[src/ub_defs.svh]
`ifndef UB_DEFS_SVH
`define UB_DEFS_SVH

// uart timing
// 162.5 MHz divided clock at 3 Mbaud
`define UB_CLKS_PER_BIT 54

// frame layout
// one frame is one 128-bit memory burst
`define UB_FRAME_BYTES 16

// command bytes, replicated over the frame
`define UB_CMD_CLR_BYTE 8'h66 // 'f', clear write address
`define UB_CMD_SETADDR_BYTE 8'h61 // set write address
`define UB_CMD_READ_BYTE 8'h77 // 'w', range read

// reply to a clear command
`define UB_ACK_BYTE 8'h8a

// addressing
// one BL8 burst of x16 covers 8 columns
`define UB_ADDR_STEP 8

`endif

[src/ub_pkg.sv]
package ub_pkg;

	// uart payload
	typedef logic [7:0] byte_t;

	// one BL8 burst on a x16 bus, also one full uart frame
	typedef logic [127:0] mem_word_t;

	// linear address split as {bank, row, col}
	typedef logic [26:0] mem_addr_t;

	typedef logic [2:0] bank_t; // 8 banks
	typedef logic [13:0] row_t; // 16k rows
	typedef logic [9:0] col_t; // 1k columns

	// command sequencer states
	typedef enum logic [2:0] {
		st_idle, // waiting for a frame
		st_write_issue, // pulse write request
		st_write_advance, // step write address
		st_read_setup, // load read pointer, first request
		st_read_req, // request next burst
		st_read_wait, // wait for read data
		st_read_send // word out over uart
	} seq_state_t;

endpackage

[src/cmd_sequencer.sv]
`timescale 1ns/1ps
`include "ub_defs.svh"

module cmd_sequencer (
	input  logic              i_reset,
	input  logic              w_clk_div,
	input  logic              i_frame_valid,
	input  ub_pkg::mem_word_t i_frame,
	input  ub_pkg::mem_word_t i_mem_rddata,
	input  logic              i_mem_rddata_valid,
	input  logic              i_word_done,
	output logic              o_mem_cmd_en,
	output logic              o_mem_cmd_rd,
	output ub_pkg::bank_t     o_mem_bank,
	output ub_pkg::row_t      o_mem_row,
	output ub_pkg::col_t      o_mem_col,
	output ub_pkg::mem_word_t o_mem_wrdata,
	output logic              o_send_word,
	output ub_pkg::mem_word_t o_word,
	output logic              o_send_ack
);
	import ub_pkg::*;

	localparam mem_addr_t lp_step = mem_addr_t'(`UB_ADDR_STEP);

	seq_state_t r_state;
	mem_addr_t r_cur_addr; // write address
	mem_addr_t r_start_addr; // range read bounds
	mem_addr_t r_end_addr;
	mem_addr_t r_rd_addr; // read pointer
	mem_addr_t w_mem_addr;
	logic w_is_clr;
	logic w_is_read;
	logic w_is_setaddr;
	logic w_is_write;

	// frame decode, priority clear > read > set address > write
	assign w_is_clr = (i_frame == {`UB_FRAME_BYTES{`UB_CMD_CLR_BYTE}});
	assign w_is_read = (i_frame[127:64] == {8{`UB_CMD_READ_BYTE}}) &&
		(i_frame[58:32] != i_frame[26:0]); // empty range is a plain write
	assign w_is_setaddr = (i_frame[127:64] == {8{`UB_CMD_SETADDR_BYTE}});
	assign w_is_write = !w_is_clr && !w_is_read && !w_is_setaddr;

	// reads use their own pointer, write address untouched
	assign w_mem_addr = o_mem_cmd_rd ? r_rd_addr : r_cur_addr;
	assign {o_mem_bank, o_mem_row, o_mem_col} = w_mem_addr;

	always_ff @(posedge w_clk_div) begin
		if (i_reset) begin
			r_state <= st_idle;
			r_cur_addr <= '0;
			r_start_addr <= '0;
			r_end_addr <= '0;
			r_rd_addr <= '0;
			o_mem_cmd_en <= 1'b0;
			o_mem_cmd_rd <= 1'b0;
			o_send_word <= 1'b0;
			o_send_ack <= 1'b0;
		end else begin
			o_mem_cmd_en <= 1'b0; // strobes default low
			o_send_word <= 1'b0;
			o_send_ack <= 1'b0;
			case (r_state)
				st_idle: begin
					if (i_frame_valid) begin // frames ignored while busy
						if (w_is_clr) begin
							r_cur_addr <= '0;
							o_send_ack <= 1'b1;
						end else if (w_is_read) begin
							r_start_addr <= i_frame[58:32];
							r_end_addr <= i_frame[26:0];
							r_state <= st_read_setup;
						end else if (w_is_setaddr)
							r_cur_addr <= i_frame[26:0];
						else
							r_state <= st_write_issue;
					end
				end
				st_write_issue: begin
					o_mem_cmd_en <= 1'b1;
					o_mem_cmd_rd <= 1'b0;
					r_state <= st_write_advance;
				end
				st_write_advance: begin
					r_cur_addr <= r_cur_addr + lp_step; // next burst
					r_state <= st_idle;
				end
				st_read_setup: begin
					r_rd_addr <= r_start_addr; // pointer and request land together
					o_mem_cmd_en <= 1'b1;
					o_mem_cmd_rd <= 1'b1;
					r_state <= st_read_wait;
				end
				st_read_req: begin
					o_mem_cmd_en <= 1'b1;
					o_mem_cmd_rd <= 1'b1;
					r_state <= st_read_wait;
				end
				st_read_wait: begin
					if (i_mem_rddata_valid) begin // latency varies
						o_send_word <= 1'b1;
						r_state <= st_read_send;
					end
				end
				st_read_send: begin
					if (i_word_done) begin // all 16 bytes out
						if (r_rd_addr == r_end_addr) begin
							r_rd_addr <= r_start_addr; // back to range start
							o_mem_cmd_rd <= 1'b0;
							r_state <= st_idle;
						end else begin
							r_rd_addr <= r_rd_addr + lp_step;
							r_state <= st_read_req;
						end
					end
				end
				default: r_state <= st_idle;
			endcase
		end
	end

	// burst payloads
	always_ff @(posedge w_clk_div) begin
		if (r_state == st_idle && i_frame_valid && w_is_write)
			o_mem_wrdata <= i_frame;
		if (r_state == st_read_wait && i_mem_rddata_valid)
			o_word <= i_mem_rddata;
	end

endmodule

[src/frame_assembler.sv]
`timescale 1ns/1ps
`include "ub_defs.svh"

module frame_assembler (
	input  logic              i_reset,
	input  logic              w_clk_div,
	input  logic              i_rx_valid,
	input  ub_pkg::byte_t     i_rx_byte,
	output logic              o_frame_valid,
	output ub_pkg::mem_word_t o_frame
);
	import ub_pkg::*;

	localparam int lp_idx_w = $clog2(`UB_FRAME_BYTES);
	localparam logic [lp_idx_w-1:0] lp_first = lp_idx_w'(`UB_FRAME_BYTES - 1);

	byte_t r_buf [`UB_FRAME_BYTES]; // entry 15 holds the first byte
	logic [lp_idx_w-1:0] r_idx; // counts down, wraps

	// byte counter and frame strobe
	always_ff @(posedge w_clk_div) begin
		if (i_reset) begin
			r_idx <= lp_first;
			o_frame_valid <= 1'b0;
		end else begin
			o_frame_valid <= 1'b0;
			if (i_rx_valid) begin
				r_idx <= r_idx - 1'b1; // wraps to 15 after last byte
				if (r_idx == '0)
					o_frame_valid <= 1'b1; // 16th byte in
			end
		end
	end

	always_ff @(posedge w_clk_div) begin
		if (i_rx_valid)
			r_buf[r_idx] <= i_rx_byte;
	end

	// buffer entry i sits at bits i*8+7:i*8
	always_comb begin
		for (int i = 0; i < `UB_FRAME_BYTES; i++)
			o_frame[i*8 +: 8] = r_buf[i];
	end

endmodule

[src/uart_mem_bridge.sv]
`timescale 1ns/1ps

module uart_mem_bridge (
	input  logic              w_clk_div,
	input  logic              i_reset,
	input  logic              i_uart_rx,
	output logic              o_uart_tx,
	output logic              o_mem_cmd_en,
	output logic              o_mem_cmd_rd,
	output ub_pkg::bank_t     o_mem_bank,
	output ub_pkg::row_t      o_mem_row,
	output ub_pkg::col_t      o_mem_col,
	output ub_pkg::mem_word_t o_mem_wrdata,
	input  ub_pkg::mem_word_t i_mem_rddata,
	input  logic              i_mem_rddata_valid
);
	import ub_pkg::*;

	logic w_rx_valid; // rx to assembler
	byte_t w_rx_byte;
	logic w_frame_valid; // assembler to sequencer
	mem_word_t w_frame;
	logic w_send_word; // sequencer to serializer
	mem_word_t w_word;
	logic w_send_ack;
	logic w_word_done;
	logic w_tx_start; // serializer to tx
	byte_t w_tx_byte;
	logic w_tx_busy;
	logic w_tx_done;

	uart_rx uart_rx_i (
		.i_reset    (i_reset),
		.w_clk_div  (w_clk_div),
		.i_uart_rx  (i_uart_rx),
		.o_rx_valid (w_rx_valid),
		.o_rx_byte  (w_rx_byte)
	);

	frame_assembler frame_assembler_i (
		.i_reset       (i_reset),
		.w_clk_div     (w_clk_div),
		.i_rx_valid    (w_rx_valid),
		.i_rx_byte     (w_rx_byte),
		.o_frame_valid (w_frame_valid),
		.o_frame       (w_frame)
	);

	cmd_sequencer cmd_sequencer_i (
		.i_reset            (i_reset),
		.w_clk_div          (w_clk_div),
		.i_frame_valid      (w_frame_valid),
		.i_frame            (w_frame),
		.i_mem_rddata       (i_mem_rddata),
		.i_mem_rddata_valid (i_mem_rddata_valid),
		.i_word_done        (w_word_done),
		.o_mem_cmd_en       (o_mem_cmd_en),
		.o_mem_cmd_rd       (o_mem_cmd_rd),
		.o_mem_bank         (o_mem_bank),
		.o_mem_row          (o_mem_row),
		.o_mem_col          (o_mem_col),
		.o_mem_wrdata       (o_mem_wrdata),
		.o_send_word        (w_send_word),
		.o_word             (w_word),
		.o_send_ack         (w_send_ack)
	);

	word_serializer word_serializer_i (
		.i_reset     (i_reset),
		.w_clk_div   (w_clk_div),
		.i_send_word (w_send_word),
		.i_word      (w_word),
		.i_send_ack  (w_send_ack),
		.i_tx_busy   (w_tx_busy),
		.i_tx_done   (w_tx_done),
		.o_tx_start  (w_tx_start),
		.o_tx_byte   (w_tx_byte),
		.o_word_done (w_word_done)
	);

	uart_tx uart_tx_i (
		.i_reset    (i_reset),
		.w_clk_div  (w_clk_div),
		.i_tx_start (w_tx_start),
		.i_tx_byte  (w_tx_byte),
		.o_uart_tx  (o_uart_tx),
		.o_tx_busy  (w_tx_busy),
		.o_tx_done  (w_tx_done)
	);

endmodule

[src/uart_rx.sv]
`timescale 1ns/1ps
`include "ub_defs.svh"

module uart_rx #(
	parameter int p_clks_per_bit = `UB_CLKS_PER_BIT
) (
	input  logic          i_reset,
	input  logic          w_clk_div,
	input  logic          i_uart_rx,
	output logic          o_rx_valid,
	output ub_pkg::byte_t o_rx_byte
);
	import ub_pkg::*;

	localparam int lp_cnt_w = $clog2(p_clks_per_bit);
	localparam logic [lp_cnt_w-1:0] lp_full = lp_cnt_w'(p_clks_per_bit - 1);
	localparam logic [lp_cnt_w-1:0] lp_half = lp_cnt_w'(p_clks_per_bit / 2 - 1);

	typedef enum logic [1:0] {rx_idle, rx_start, rx_data, rx_stop} rx_state_t;

	rx_state_t r_state;
	logic [1:0] r_sync; // two-flop synchronizer
	logic w_line;
	logic [lp_cnt_w-1:0] r_clk_cnt; // clocks within a bit
	logic [2:0] r_bit_cnt; // data bit index
	byte_t r_shift;

	assign w_line = r_sync[1];

	always_ff @(posedge w_clk_div) begin
		if (i_reset) begin
			r_state <= rx_idle;
			r_sync <= 2'b11; // line idles high
			r_clk_cnt <= '0;
			r_bit_cnt <= '0;
			o_rx_valid <= 1'b0;
		end else begin
			r_sync <= {r_sync[0], i_uart_rx};
			o_rx_valid <= 1'b0;
			case (r_state)
				rx_idle: begin
					r_clk_cnt <= '0;
					r_bit_cnt <= '0;
					if (!w_line)
						r_state <= rx_start; // falling edge, start bit
				end
				rx_start: begin
					if (r_clk_cnt == lp_half) begin // middle of start bit
						r_clk_cnt <= '0;
						r_state <= w_line ? rx_idle : rx_data; // glitch goes back
					end else
						r_clk_cnt <= r_clk_cnt + 1'b1;
				end
				rx_data: begin
					if (r_clk_cnt == lp_full) begin // bit center
						r_clk_cnt <= '0;
						r_shift <= {w_line, r_shift[7:1]}; // lsb first
						r_bit_cnt <= r_bit_cnt + 1'b1;
						if (r_bit_cnt == 3'd7)
							r_state <= rx_stop;
					end else
						r_clk_cnt <= r_clk_cnt + 1'b1;
				end
				rx_stop: begin
					if (r_clk_cnt == lp_full) begin // middle of stop bit
						r_clk_cnt <= '0;
						r_state <= rx_idle;
						if (w_line) begin // framing ok
							o_rx_valid <= 1'b1;
							o_rx_byte <= r_shift;
						end
					end else
						r_clk_cnt <= r_clk_cnt + 1'b1;
				end
				default: r_state <= rx_idle;
			endcase
		end
	end

endmodule

[src/uart_tx.sv]
`timescale 1ns/1ps
`include "ub_defs.svh"

module uart_tx #(
	parameter int p_clks_per_bit = `UB_CLKS_PER_BIT
) (
	input  logic          i_reset,
	input  logic          w_clk_div,
	input  logic          i_tx_start,
	input  ub_pkg::byte_t i_tx_byte,
	output logic          o_uart_tx,
	output logic          o_tx_busy,
	output logic          o_tx_done
);
	import ub_pkg::*;

	localparam int lp_cnt_w = $clog2(p_clks_per_bit);
	localparam logic [lp_cnt_w-1:0] lp_full = lp_cnt_w'(p_clks_per_bit - 1);

	typedef enum logic [1:0] {tx_idle, tx_start, tx_data, tx_stop} tx_state_t;

	tx_state_t r_state;
	logic [lp_cnt_w-1:0] r_clk_cnt; // clocks within a bit
	logic [2:0] r_bit_cnt;
	byte_t r_shift; // data still to go, lsb first

	assign o_tx_busy = (r_state != tx_idle);

	always_ff @(posedge w_clk_div) begin
		if (i_reset) begin
			r_state <= tx_idle;
			r_clk_cnt <= '0;
			r_bit_cnt <= '0;
			o_uart_tx <= 1'b1; // line idles high
			o_tx_done <= 1'b0;
		end else begin
			o_tx_done <= 1'b0;
			case (r_state)
				tx_idle: begin
					o_uart_tx <= 1'b1;
					r_clk_cnt <= '0;
					if (i_tx_start) begin
						r_shift <= i_tx_byte;
						o_uart_tx <= 1'b0; // start bit
						r_state <= tx_start;
					end
				end
				tx_start: begin
					if (r_clk_cnt == lp_full) begin
						r_clk_cnt <= '0;
						r_bit_cnt <= '0;
						o_uart_tx <= r_shift[0]; // first data bit
						r_shift <= r_shift >> 1;
						r_state <= tx_data;
					end else
						r_clk_cnt <= r_clk_cnt + 1'b1;
				end
				tx_data: begin
					if (r_clk_cnt == lp_full) begin
						r_clk_cnt <= '0;
						if (r_bit_cnt == 3'd7) begin
							o_uart_tx <= 1'b1; // stop bit
							r_state <= tx_stop;
						end else begin
							r_bit_cnt <= r_bit_cnt + 1'b1;
							o_uart_tx <= r_shift[0];
							r_shift <= r_shift >> 1;
						end
					end else
						r_clk_cnt <= r_clk_cnt + 1'b1;
				end
				tx_stop: begin
					if (r_clk_cnt == lp_full) begin // end of stop bit
						r_clk_cnt <= '0;
						o_tx_done <= 1'b1;
						r_state <= tx_idle;
					end else
						r_clk_cnt <= r_clk_cnt + 1'b1;
				end
				default: r_state <= tx_idle;
			endcase
		end
	end

endmodule

[src/word_serializer.sv]
`timescale 1ns/1ps
`include "ub_defs.svh"

module word_serializer (
	input  logic              i_reset,
	input  logic              w_clk_div,
	input  logic              i_send_word,
	input  ub_pkg::mem_word_t i_word,
	input  logic              i_send_ack,
	input  logic              i_tx_busy,
	input  logic              i_tx_done,
	output logic              o_tx_start,
	output ub_pkg::byte_t     o_tx_byte,
	output logic              o_word_done
);
	import ub_pkg::*;

	localparam int lp_idx_w = $clog2(`UB_FRAME_BYTES);
	localparam logic [lp_idx_w-1:0] lp_first = lp_idx_w'(`UB_FRAME_BYTES - 1);

	mem_word_t r_word;
	logic [lp_idx_w-1:0] r_idx; // msb byte first
	logic r_active; // something left to send
	logic r_ack; // single ack byte mode
	logic r_inflight; // byte handed to tx, waiting for done

	always_ff @(posedge w_clk_div) begin
		if (i_reset) begin
			r_idx <= lp_first;
			r_active <= 1'b0;
			r_ack <= 1'b0;
			r_inflight <= 1'b0;
			o_tx_start <= 1'b0;
			o_word_done <= 1'b0;
		end else begin
			o_tx_start <= 1'b0;
			o_word_done <= 1'b0;
			if (i_send_word) begin
				r_active <= 1'b1;
				r_ack <= 1'b0;
				r_idx <= lp_first;
				r_inflight <= 1'b0;
			end else if (i_send_ack) begin
				r_active <= 1'b1;
				r_ack <= 1'b1;
				r_inflight <= 1'b0;
			end else if (r_active) begin
				if (!r_inflight && !i_tx_busy) begin // tx free, hand over next byte
					o_tx_start <= 1'b1;
					o_tx_byte <= r_ack ? `UB_ACK_BYTE : r_word[r_idx*8 +: 8];
					r_inflight <= 1'b1;
				end else if (r_inflight && i_tx_done) begin
					r_inflight <= 1'b0;
					if (r_ack) begin // ack is one byte, no word done
						r_active <= 1'b0;
						r_ack <= 1'b0;
					end else begin
						r_idx <= r_idx - 1'b1;
						if (r_idx == '0) begin // last byte gone
							r_active <= 1'b0;
							o_word_done <= 1'b1;
						end
					end
				end
			end
		end
	end

	always_ff @(posedge w_clk_div) begin
		if (i_send_word)
			r_word <= i_word;
	end

endmodule
[config.mk]
export PLATFORM = sky130hd
export DESIGN_NAME = uart_mem_bridge
export DESIGN_NICKNAME = d
export VERILOG_FILES = /design/src/ub_pkg.sv /design/src/cmd_sequencer.sv /design/src/frame_assembler.sv /design/src/uart_mem_bridge.sv /design/src/uart_rx.sv /design/src/uart_tx.sv /design/src/word_serializer.sv
export VERILOG_INCLUDE_DIRS = /design/src
export SDC_FILE = /design/constraint.sdc
export NUM_CORES = 1
export LEC_CHECK = 0
export CAP_MARGIN = 10
export CELL_PAD_IN_SITES_DETAIL_PLACEMENT = 0
export CELL_PAD_IN_SITES_GLOBAL_PLACEMENT = 1
export CORE_MARGIN = 10
export CORE_UTILIZATION = 35
export DETAILED_ROUTE_END_ITERATION = 10
export DONT_BUFFER_PORTS = 1
export PLACE_DENSITY = 0.55
export SYNTH_ARGS = -nofsm -noshare
export SYNTH_HDL_FRONTEND = slang
export SYNTH_HIERARCHICAL = 1
export SYNTH_SLANG_ARGS = --single-unit
[constraint.sdc]
create_clock -name w_clk_div -period 12.6 [get_ports w_clk_div]
set_clock_uncertainty 0.1 [all_clocks]
set_input_delay 0 -clock w_clk_div [delete_from_list [all_inputs] [get_ports w_clk_div]]
set_output_delay 0 -clock w_clk_div [all_outputs]
set_load 0.02 [all_outputs]
==> impl_metrics.json, run 1 <==
{
  "status": "finished clean",
  "cts_buffer_depth": 3,
  "period_minus_slack_ns": 4.18,
  "design.portCount": 290,
  "grt_pass1_vias": 16900,
  "cts_setup_buffers": 0,
  "clk_latency_ns": 0.62,
  "start_util_pct": 35.5,
  "end_kind": "flop",
  "ys_top_cells_by_area": "edfxtp_1, dfxtp_1, xor2_1",
  "ys_seq_area_share_pct": 71.8,
  "nets": 2238,
  "dpl.hpwl_um": 54600,
  "critPathKind": "flop to flop",
  "grtUsageTotal_pct": 17.8,
  "gr-total-overflow": 0,
  "final_common_cell": "edfxtp_1",
  "critPathBufInv": 2,
  "ys_warn_count": 6,
  "cp_slowest_stage_delay_ns": 0.84,
  "die_h_um": 298,
  "power_mw": 4.78,
  "ir_worst_vdd_v": 0.000143,
  "tightest_slew_ns": 1.07,
  "clkPwrFrac_pct": 46.0,
  "instances_no_fill": 3175,
  "globalplace.congestion": 0.865,
  "ys_seq_elements": 700,
  "min_period_over_period_pct": 33.1,
  "rsz0062_at_grt": "no",
  "cts_tree": "yes",
  "p_per_area_nw_per_um2": 144,
  "drv_slew": 0,
  "numClockSinks": 700,
  "relSlewSlack_pct": 28.0,
  "htree_levels": 3,
  "final_cell_area_sq_um": 33200,
  "post_dp_cell_area_sq_um": 28100,
  "critPathArrivalTime_ns": 4.32,
  "path_cells": "xor2_1 -> nor4_1 -> nand4_1 -> o2111ai_2 -> buf_4 -> and3_4 -> buf_4",
  "seqPwrFrac_pct": 51.7,
  "synth_top_cell_by_area": "edfxtp_1",
  "power_frac_comb_pct": 2.3,
  "ant_nets": 0,
  "wl_per_cell_um": 25.7,
  "synth_cells": 1805,
  "die_width_um": 298,
  "synth_edf_count": 544,
  "vias_per_cell": 5.21,
  "worstPathMaxFanout": 73,
  "p_leak_nw": 11.1,
  "ys_async_sr_fraction_pct": 0,
  "hold_violations": 0,
  "clock.fmax_ghz": 0.239,
  "cts_root_buffer": "clkbuf_16",
  "syn_area_sq_um": 27100,
  "drive_above_1_share_pct": 10.3,
  "syn_nets": 1959,
  "netSwitchingPower_mw": 0.976,
  "synthFlopType": "edfxtp_1",
  "ctsResizeCount": 0,
  "grt_max_degree": 133,
  "crit_required_ns": 12.74,
  "max_cap_violations": 0,
  "grt_pass1_wl_um": 118000,
  "numCtsBuffers": 77,
  "setup_viol": 0,
  "path_common_cell": "buf_4",
  "antenna_found_initial": 0,
  "wl_um": 81400,
  "intPower_mw": 3.80,
  "post_synth_num_cell_types": 94,
  "p_sw_share_pct": 20.4,
  "vias": 16500,
  "io_buffers": 0,
  "syn_to_final_growth_pct": 22.7,
  "postSynthAreaPerCell_sq_um": 15.0,
  "hold_path_class": "primary input to flop",
  "rows": 101,
  "startpoint_type": "flop",
  "clkSlewWorstSetupHoldPaths_ns": 0.06,
  "yosysTopAreaCellShare_pct": 60.3,
  "core_sq_um": 76300,
  "cpMaxStageDelayCell": "buf_4",
  "drt_iter0_drc": 1353,
  "crit_family": "simple AND/OR/NAND/NOR gates",
  "drc": 0,
  "final_cell_mix": "edfxtp_1, dlygate4sd3_1, dfxtp_1",
  "fp.dieArea_sq_um": 88900,
  "fin_setup_tns_ns": 0,
  "dr.pass1.iters": 5,
  "post-place-cells": 2773
}
==> Yosys cell counts (19+ instances only) <==
cell	instances
nand2_1	111
dfxtp_1	156
and2_1	29
nor3_1	37
a22oi_1	19
ha_1	22
nand3_1	47
a21oi_1	84
edfxtp_1	544
xor2_1	69
nor2_1	67
mux2i_1	53
nand4_1	39
inv_1	21
o21ai_0	70
nor4_1	35
mux2_2	32
clkbuf_1	48
nor4bb_1	27
==> per-stage QoR <==
stage | worst slack (ns) | util [%] | hold slack (ns)
2_1_floorplan | 1.67 | - | -0.0309
3_3_place_gp | 8.47 | 36.9 | -0.00104
3_5_place_dp | 8.46 | 36.9 | -0.00105
4_1_cts | 8.43 | 43.5 | 0.0980
5_1_grt | 8.17 | 43.5 | 0.124
6_report | 8.42 | 43.5 | 0.105
==> final timing paths <==
| check | slack [ns] | from | endpoint | cells after the start |
|---|---|---|---|---|
| worst max-delay path | 8.42 | frame_assembler_i/r_buf[1][2] | cmd_sequencer_i/o_mem_wrdata[86] | 7 |
| worst min-delay path | 0.11 | i_mem_rddata_valid | cmd_sequencer_i/o_word[92] | 2 |
| worst max register to register | 8.42 | frame_assembler_i/r_buf[1][2] | cmd_sequencer_i/o_mem_wrdata[86] | 7 |
| worst min register to register | 0.31 | cmd_sequencer_i/o_word[91] | word_serializer_i/r_word[91] | 0 |
==> registers in the layout, indices dropped and copies added, names as in the netlist, 4 cells and up, named ones only <==
| name | flops |
|---|---|
| cmd_sequencer_i/o_mem_wrdata | 128 |
| cmd_sequencer_i/o_word | 128 |
| frame_assembler_i/r_buf | 128 |
| word_serializer_i/r_word | 128 |
| cmd_sequencer_i/r_cur_addr | 27 |
| cmd_sequencer_i/r_end_addr | 27 |
| cmd_sequencer_i/r_rd_addr | 27 |
| cmd_sequencer_i/r_start_addr | 27 |
| uart_rx_i/o_rx_byte | 8 |
| uart_rx_i/r_shift | 8 |
| uart_tx_i/r_shift | 8 |
| word_serializer_i/o_tx_byte | 8 |
| uart_rx_i/r_clk_cnt | 6 |
| uart_tx_i/r_clk_cnt | 6 |
| frame_assembler_i/r_idx | 4 |
| word_serializer_i/r_idx | 4 |
==> routing by layer <==
layer	global-route usage, %	vias to the layer above	wire length, um
met5	0	-	0
met4	7.72	0	3480
met3	3.71	139	4750
met2	30.4	552	41000
met1	21.4	8320	32300
li1	-	7517	-
==> cells by family after synthesis <==
| kind of cell | Yosys count | synth area share (%) |
|---|---|---|
| flip-flops | 700 | 71.8 |
| AND/OR/NAND/NOR | 507 | 10.7 |
| AO/OA/AOI/OAI | 287 | 6.90 |
| multiplexers | 105 | 5.01 |
| buffers and inverters | 101 | 1.82 |
| XOR/XNOR | 83 | 2.68 |
| adder cells (fa/ha/maj) | 22 | 1.02 |
==> cell type report <==
type                    count  area, sq um
multi-input cells        1004         7180
diodes                      1         2.50
clock inverters            44          397
flip-flops and latches    700        19500
well taps                1030         1290
repair buffers            278         2760
clock buffers              95         2060
inverters                  23         86.3
fillers                  6861        43100
==> worst reg2reg max path: cells and delay by family (launching register included) <==
family / cells / cell delay (ns)
flops: 1 / 0.52
simple gates: 3 / 1.35
buf+inv: 2 / 1.34
xor+xnor: 1 / 0.22
compound gates: 1 / 0.21
==> what timing repair did <==
| action | 4_1_cts | 5_1_grt |
|---|---|---|
| hold buffers | 262 | 0 |
| hold endpoints to repair | 309 | 0 |
| setup endpoints to repair | 0 | 0 |
==> power groups by stage <==
stage	combinational, mW	sequential (mW)	clock, mW
floorplan	0.0328	2.52	0
detailed placement	0.0344	2.52	0
global placement	0.0344	2.52	0
finish	0.111	2.47	2.20
global route	0.121	2.47	2.35
CTS	0.108	2.47	2.25
Power figures use the tool's default switching activity.
==> run 2: changes to the inputs <==
--- a/config.mk
+++ b/config.mk
@@ -6,6 +6,7 @@
 export SDC_FILE = /design/constraint.sdc
 export NUM_CORES = 1
 export LEC_CHECK = 0
+export ABC_AREA = 1
 export CAP_MARGIN = 10
 export CELL_PAD_IN_SITES_DETAIL_PLACEMENT = 0
 export CELL_PAD_IN_SITES_GLOBAL_PLACEMENT = 1
@@ -13,7 +14,7 @@
 export CORE_UTILIZATION = 35
 export DETAILED_ROUTE_END_ITERATION = 10
 export DONT_BUFFER_PORTS = 1
-export PLACE_DENSITY = 0.55
+export PLACE_DENSITY = 0.6
 export SYNTH_ARGS = -nofsm -noshare
 export SYNTH_HDL_FRONTEND = slang
 export SYNTH_HIERARCHICAL = 1
==> constraint.sdc (replaced) <==
create_clock -name w_clk_div -period 3.61 [get_ports w_clk_div]
set_clock_uncertainty 0.1 [all_clocks]
set_input_delay 0 -clock w_clk_div [delete_from_list [all_inputs] [get_ports w_clk_div]]
set_output_delay 0 -clock w_clk_div [all_outputs]
set_load 0.02 [all_outputs]
==> run 2 against run 1 <==
Against the previous run:
- critical path depth increased by 1
- final cell count grew 33%
- register-to-register slack worse by 7.7 ns
- critical endpoint is now cmd_sequencer_i/o_mem_wrdata[23]
==> impl_metrics.json, run 2 <==
{
  "status": "finished clean",
  "intPower_mw": 14.1,
  "rows": 105,
  "gr-total-overflow": 0,
  "dpl.hpwl_um": 56500,
  "clkPwrFrac_pct": 44.0,
  "grt_pass1_vias": 20000,
  "period_minus_slack_ns": 2.88,
  "power_mw": 18.8,
  "drive_above_1_share_pct": 6.91,
  "design.portCount": 290,
  "path_common_cell": "nor2_1",
  "ys_async_sr_fraction_pct": 0,
  "vias_per_cell": 4.73,
  "wl_per_cell_um": 19.8,
  "worstPathMaxFanout": 39,
  "seqPwrFrac_pct": 47.7,
  "met2_length_um": 42100,
  "ys_top_cells_by_area": "edfxtp_1, dfxtp_1, nand2_1",
  "syn_nets": 2951,
  "m1WireLength_um": 34000,
  "cts_root_buffer": "clkbuf_16",
  "synth_top_cell_by_area": "edfxtp_1",
  "grt_max_degree": 129,
  "relSlewSlack_pct": 26.5,
  "synth_cells": 2797,
  "grt_pass1_wl_um": 125000,
  "ir_worst_vdd_v": 0.000390,
  "antenna_found_initial": 1,
  "clk_latency_ns": 0.65,
  "drc": 0,
  "cts_buffer_depth": 3,
  "critPathArrivalTime_ns": 3.05,
  "clock.fmax_ghz": 0.347,
  "nets": 3233,
  "die_width_um": 307,
  "numClockSinks": 700,
  "start_util_pct": 35.3,
  "vias": 19900,
  "netSwitchingPower_mw": 4.64,
  "setup_viol": 0,
  "fin_setup_tns_ns": 0,
  "core_sq_um": 82000,
  "final_cell_mix": "nand2_1, edfxtp_1, nor2_1",
  "tightest_slew_ns": 1.10,
  "io_buffers": 0,
  "topRoutingLayerUsed": "met5",
  "synth_most_common_cell": "nand2_1",
  "syn_area_sq_um": 28900,
  "yosysTopAreaCellShare_pct": 56.5,
  "ys_seq_area_share_pct": 67.3,
  "drv_slew": 0,
  "ctsResizeCount": 0,
  "end_kind": "flop",
  "power_frac_comb_pct": 8.3,
  "post_synth_num_cell_types": 49,
  "startpoint_type": "flop",
  "syn_to_final_growth_pct": 22.2,
  "cts_tree": "yes",
  "fp.dieArea_sq_um": 94500,
  "p_per_area_nw_per_um2": 532,
  "clkSlewWorstSetupHoldPaths_ns": 0.06,
  "drt_iter0_drc": 1408,
  "htree_levels": 3,
  "synth_common_cells": "nand2_1, edfxtp_1, nor2_1",
  "cp_slowest_stage_delay_ns": 0.59,
  "hold_path_class": "primary input to flop",
  "grtUsageTotal_pct": 17.4,
  "dr.pass1.iters": 5,
  "min_period_over_period_pct": 79.8,
  "critPathKind": "flop to flop",
  "max_cap_violations": 0,
  "p_sw_share_pct": 24.7,
  "synth_edf_count": 544,
  "rsz0062_at_grt": "no",
  "cts_setup_buffers": 0,
  "wl_um": 83600,
  "die_h_um": 307,
  "hold_violations": 0,
  "globalplace.congestion": 0.857,
  "synthFlopType": "edfxtp_1",
  "path_cells": "xnor2_1 -> o21ai_0 -> nor2_1 -> nand2_1 -> nor2_1 -> nand2_2 -> a211oi_4 -> buf_4",
  "postSynthAreaPerCell_sq_um": 10.3,
  "ys_seq_elements": 700,
  "ant_nets": 0,
  "p_leak_nw": 13.5,
  "numCtsBuffers": 78,
  "ys_warn_count": 6,
  "cpMaxStageDelayCell": "edfxtp_1",
  "met3WireLength_um": 5020,
  "insertedDiodeCount": 0,
  "crit_required_ns": 3.78,
  "final_common_cell": "nand2_1"
}
-- run 2: cell types whose count changed after synthesis, sizes merged, moves of 26 or more --
| cell | before | now |
|---|---|---|
| a211oi | 28 | 1 |
| xnor2 | 14 | 40 |
| buf | 30 | 61 |
| o21ai | 80 | 106 |
| nor2 | 68 | 453 |
| inv | 22 | 312 |
| nand3 | 47 | 157 |
| and2 | 29 | 0 |
| nor4bb | 27 | 0 |
| nor4 | 37 | 1 |
| mux2i | 53 | 1 |
| mux2 | 32 | 0 |
| nand2 | 113 | 735 |
| xor2 | 69 | 18 |
-- run 2: routing by layer --
metal	up-vias	global-route usage [%]
met3	129	4.06
li1	9691	-
met2	558	30.6
met4	2	5.50
met5	-	0
met1	9517	20.8
-- run 2: power by group through the flow --
stage          sequential, mW  clock, mW  combinational [mW]
2_1_floorplan            9.00          0                1.07
3_3_place_gp             9.13          0                1.33
3_5_place_dp             9.13          0                1.33
4_1_cts                  8.96       8.42                1.58
5_1_grt                  8.98       8.77                1.77
6_report                 8.96       8.26                1.57
-- run 2: what timing repair did --
item	4_1_cts	5_1_grt
setup endpoints to repair	0	0
hold buffers	262	0
hold endpoints to repair	384	0
-- run 2: final cells by class --
type	count	area [sq um]
Timing Repair Buffer	291	2910
Fill cell	7669	46700
Clock buffer	101	2110
Clock inverter	41	554
Inverter	313	1180
Sequential cell	700	19500
Tap cell	1070	1340
Multi-Input combinational cell	1695	7750
-- run 2: kinds of logic after synthesis --
group / share of synthesized area (%)
simple gates: 20.4
flops: 67.3
compound gates: 3.56
xor+xnor: 1.76
fa+ha+maj: 0.952
mux: 0.0346
buf+inv: 5.93
-- run 2: worst paths after layout --
path | start | to | cells after the start | slack (ns)
worst max-delay path | frame_assembler_i/r_buf[1][1] | cmd_sequencer_i/o_mem_wrdata[23] | 8 | 0.73
worst min-delay path | i_mem_rddata_valid | cmd_sequencer_i/o_send_word | 3 | 0.09
worst max register to register | frame_assembler_i/r_buf[1][1] | cmd_sequencer_i/o_mem_wrdata[23] | 8 | 0.73
worst min register to register | cmd_sequencer_i/o_word[90] | word_serializer_i/r_word[90] | 0 | 0.31
-- run 2: critical path: cells and delay by family, from the launching register on --
kind            cells  cell delay [ns]
compound gates      2             0.53
xor+xnor            1             0.22
buf+inv             1             0.52
flops               1             0.59
simple gates        4             0.49
-- run 2: stage by stage --
stage	instances	util, %	setup slack [ns]	cell area, sq um	hold WS, ns
2_1_floorplan	2797	-	-1.30	28900	-0.0309
3_3_place_gp	3807	36.6	0.796	30000	-0.00361
3_5_place_dp	3807	36.6	0.819	30000	-0.00240
4_1_cts	4211	43.1	0.781	35300	0.0729
5_1_grt	4211	43.1	0.652	35300	0.114
6_report	4211	43.1	0.731	35300	0.0931
==> run 3: changes to the inputs <==
--- a/config.mk
+++ b/config.mk
@@ -14,7 +14,7 @@
 export CORE_UTILIZATION = 35
 export DETAILED_ROUTE_END_ITERATION = 10
 export DONT_BUFFER_PORTS = 1
-export PLACE_DENSITY = 0.6
+export PLACE_DENSITY = 0.58
 export SYNTH_ARGS = -nofsm -noshare
 export SYNTH_HDL_FRONTEND = slang
 export SYNTH_HIERARCHICAL = 1
==> constraint.sdc (replaced) <==
create_clock -name w_clk_div -period 3 [get_ports w_clk_div]
set_clock_uncertainty 0.1 [all_clocks]
set_input_delay 0 -clock w_clk_div [delete_from_list [all_inputs] [get_ports w_clk_div]]
set_output_delay 0 -clock w_clk_div [all_outputs]
set_load 0.02 [all_outputs]
==> run 3 against run 2 <==
Against the previous run:
- clock power increased by 18%
- core utilization increased by 0.49 points
- die area unchanged
- critical path depth increased by 2
- first-iteration DRC count increased by 2.8%
- worst hold slack improved by 0.10 ns
- non-clock buffer count increased by 42
- highest routed layer unchanged
==> impl_metrics.json, run 3 (synthesis results as in run 2) <==
{
  "min_period_over_period_pct": 88.9,
  "final_cell_mix": "nand2_1, edfxtp_1, nor2_1",
  "ant_nets": 0,
  "die_h_um": 307,
  "clock.fmax_ghz": 0.375,
  "rsz0062_at_grt": "no",
  "cts_buffer_depth": 3,
  "critPathKind": "flop to flop",
  "worstPathMaxFanout": 46,
  "post-place-ws_ns": 0.273,
  "instances_no_fill": 4256,
  "p_leak_nw": 13.7,
  "tightest_slew_ns": 1.01,
  "power_mw": 22.6,
  "core_sq_um": 82000,
  "end_kind": "flop",
  "nets": 3277,
  "cts_tree": "yes",
  "vias": 19900,
  "post-place-cells": 3848,
  "numClockSinks": 700,
  "io_buffers": 0,
  "drv_slew": 0,
  "p_per_area_nw_per_um2": 633,
  "grt_max_degree": 130,
  "numCtsBuffers": 80,
  "status": "finished clean",
  "grt_pass1_wl_um": 127000,
  "globalplace.congestion": 0.838,
  "final_common_cell": "nand2_1",
  "clk_latency_ns": 0.64,
  "post_dp_cell_area_sq_um": 30400,
  "ir_worst_vdd_v": 0.000543,
  "grtUsageTotal_pct": 17.7,
  "htree_levels": 3,
  "dr.pass1.iters": 5,
  "multi_input_area_sq_um": 7750,
  "fillCellCount": 7678,
  "relSlewSlack_pct": 32.7,
  "rows": 105,
  "period_minus_slack_ns": 2.67,
  "crit_required_ns": 3.21,
  "startpoint_type": "flop",
  "syn_to_final_growth_pct": 23.6,
  "cts_setup_buffers": 0,
  "die_width_um": 307,
  "antenna_found_initial": 1,
  "dpl.hpwl_um": 57600,
  "fp.dieArea_sq_um": 94500,
  "fin_setup_tns_ns": 0,
  "cts_root_buffer": "clkbuf_16",
  "drt_iter0_drc": 1448,
  "fin_ws_ns": 0.333,
  "hold_path_class": "primary input to flop",
  "clkSlewWorstSetupHoldPaths_ns": 0.06,
  "vias_per_cell": 4.68,
  "ctsResizeCount": 0,
  "wl_per_cell_um": 19.8,
  "setup_viol": 0,
  "final_cell_area_sq_um": 35700,
  "drc": 0,
  "insertedDiodeCount": 0,
  "wl_um": 84300,
  "grt_pass1_vias": 20500,
  "start_util_pct": 35.3,
  "regArea_sq_um": 19500,
  "design.portCount": 290,
  "max_cap_violations": 0,
  "hold_violations": 0,
  "r2r_slack_ns": 0.33,
  "drive_above_1_share_pct": 8.10,
  "final_core_util_pct": 43.6,
  "critPathArrivalTime_ns": 2.88,
  "hold_slack_ns": 0.194,
  "gr-total-overflow": 0
}
==> run 3: changes by cell type in the layout (fill, tap and decap cells not counted), sizes merged <==
| cell | delta |
|---|---|
| bufinv | -1 |
| inv | -1 |
| clkinv | +12 |
| clkbuf | -2 |
| buf | +41 |
| dlygate4sd3 | +1 |
| clkinvlp | -5 |
==> run 3: area by class of cell <==
| type | instances | area share (%) |
|---|---|---|
| clock buffer | 99 | 5.89 |
| clock inverter | 46 | 1.48 |
| inverter | 313 | 3.30 |
| multi-input combinational | 1695 | 21.7 |
| sequential | 700 | 54.5 |
| tap | 1070 | 3.75 |
| timing repair buffer | 333 | 9.35 |
==> run 3: report_power, final <==
part / internal (mW) / leakage, nW / switching, mW
logic: 0.749 / 6.30 / 1.35
clock network: 5.72 / 1.28 / 4.05
registers: 10.5 / 6.15 / 0.203
total: 17.0 / 13.7 / 5.61
==> run 3: path summary, 6_finish.rpt <==
kind,from,endpoint,cells past startpoint
max,frame_assembler_i/r_buf[3][1],cmd_sequencer_i/o_mem_wrdata[63],10
min,i_mem_rddata_valid,cmd_sequencer_i/r_state[2],4
max reg2reg,frame_assembler_i/r_buf[3][1],cmd_sequencer_i/o_mem_wrdata[63],10
min reg2reg,cmd_sequencer_i/o_word[30],word_serializer_i/r_word[30],0
==> run 3: metal layers <==
| layer | GRT usage [%] | share of wire, % | up-vias |
|---|---|---|---|
| met5 | 0 | 0.0083 | - |
| met4 | 6.48 | 3.5 | 2 |
| met3 | 4.05 | 6.2 | 138 |
| met2 | 31.0 | 50 | 558 |
| met1 | 20.9 | 40 | 9446 |
| li1 | - | - | 9768 |
==> run 3: timing repair <==
| action | in CTS | in global routing |
|---|---|---|
| hold buffers | 263 | 0 |
| endpoints found under the setup margin | 0 | 0 |
| endpoints found under the hold margin | 432 | 0 |
==> run 3: worst max-delay path, cell delays in order, from the launching register on <==
cell and delay (ns):
edfxtp_1 0.59, nand2_1 0.16, inv_1 0.08, o21ai_0 0.12, nor2_1 0.12, nand2_1 0.09, nor2_1 0.14, nand2_2 0.13
a211oi_4 0.32, buf_12 0.20, buf_12 0.26
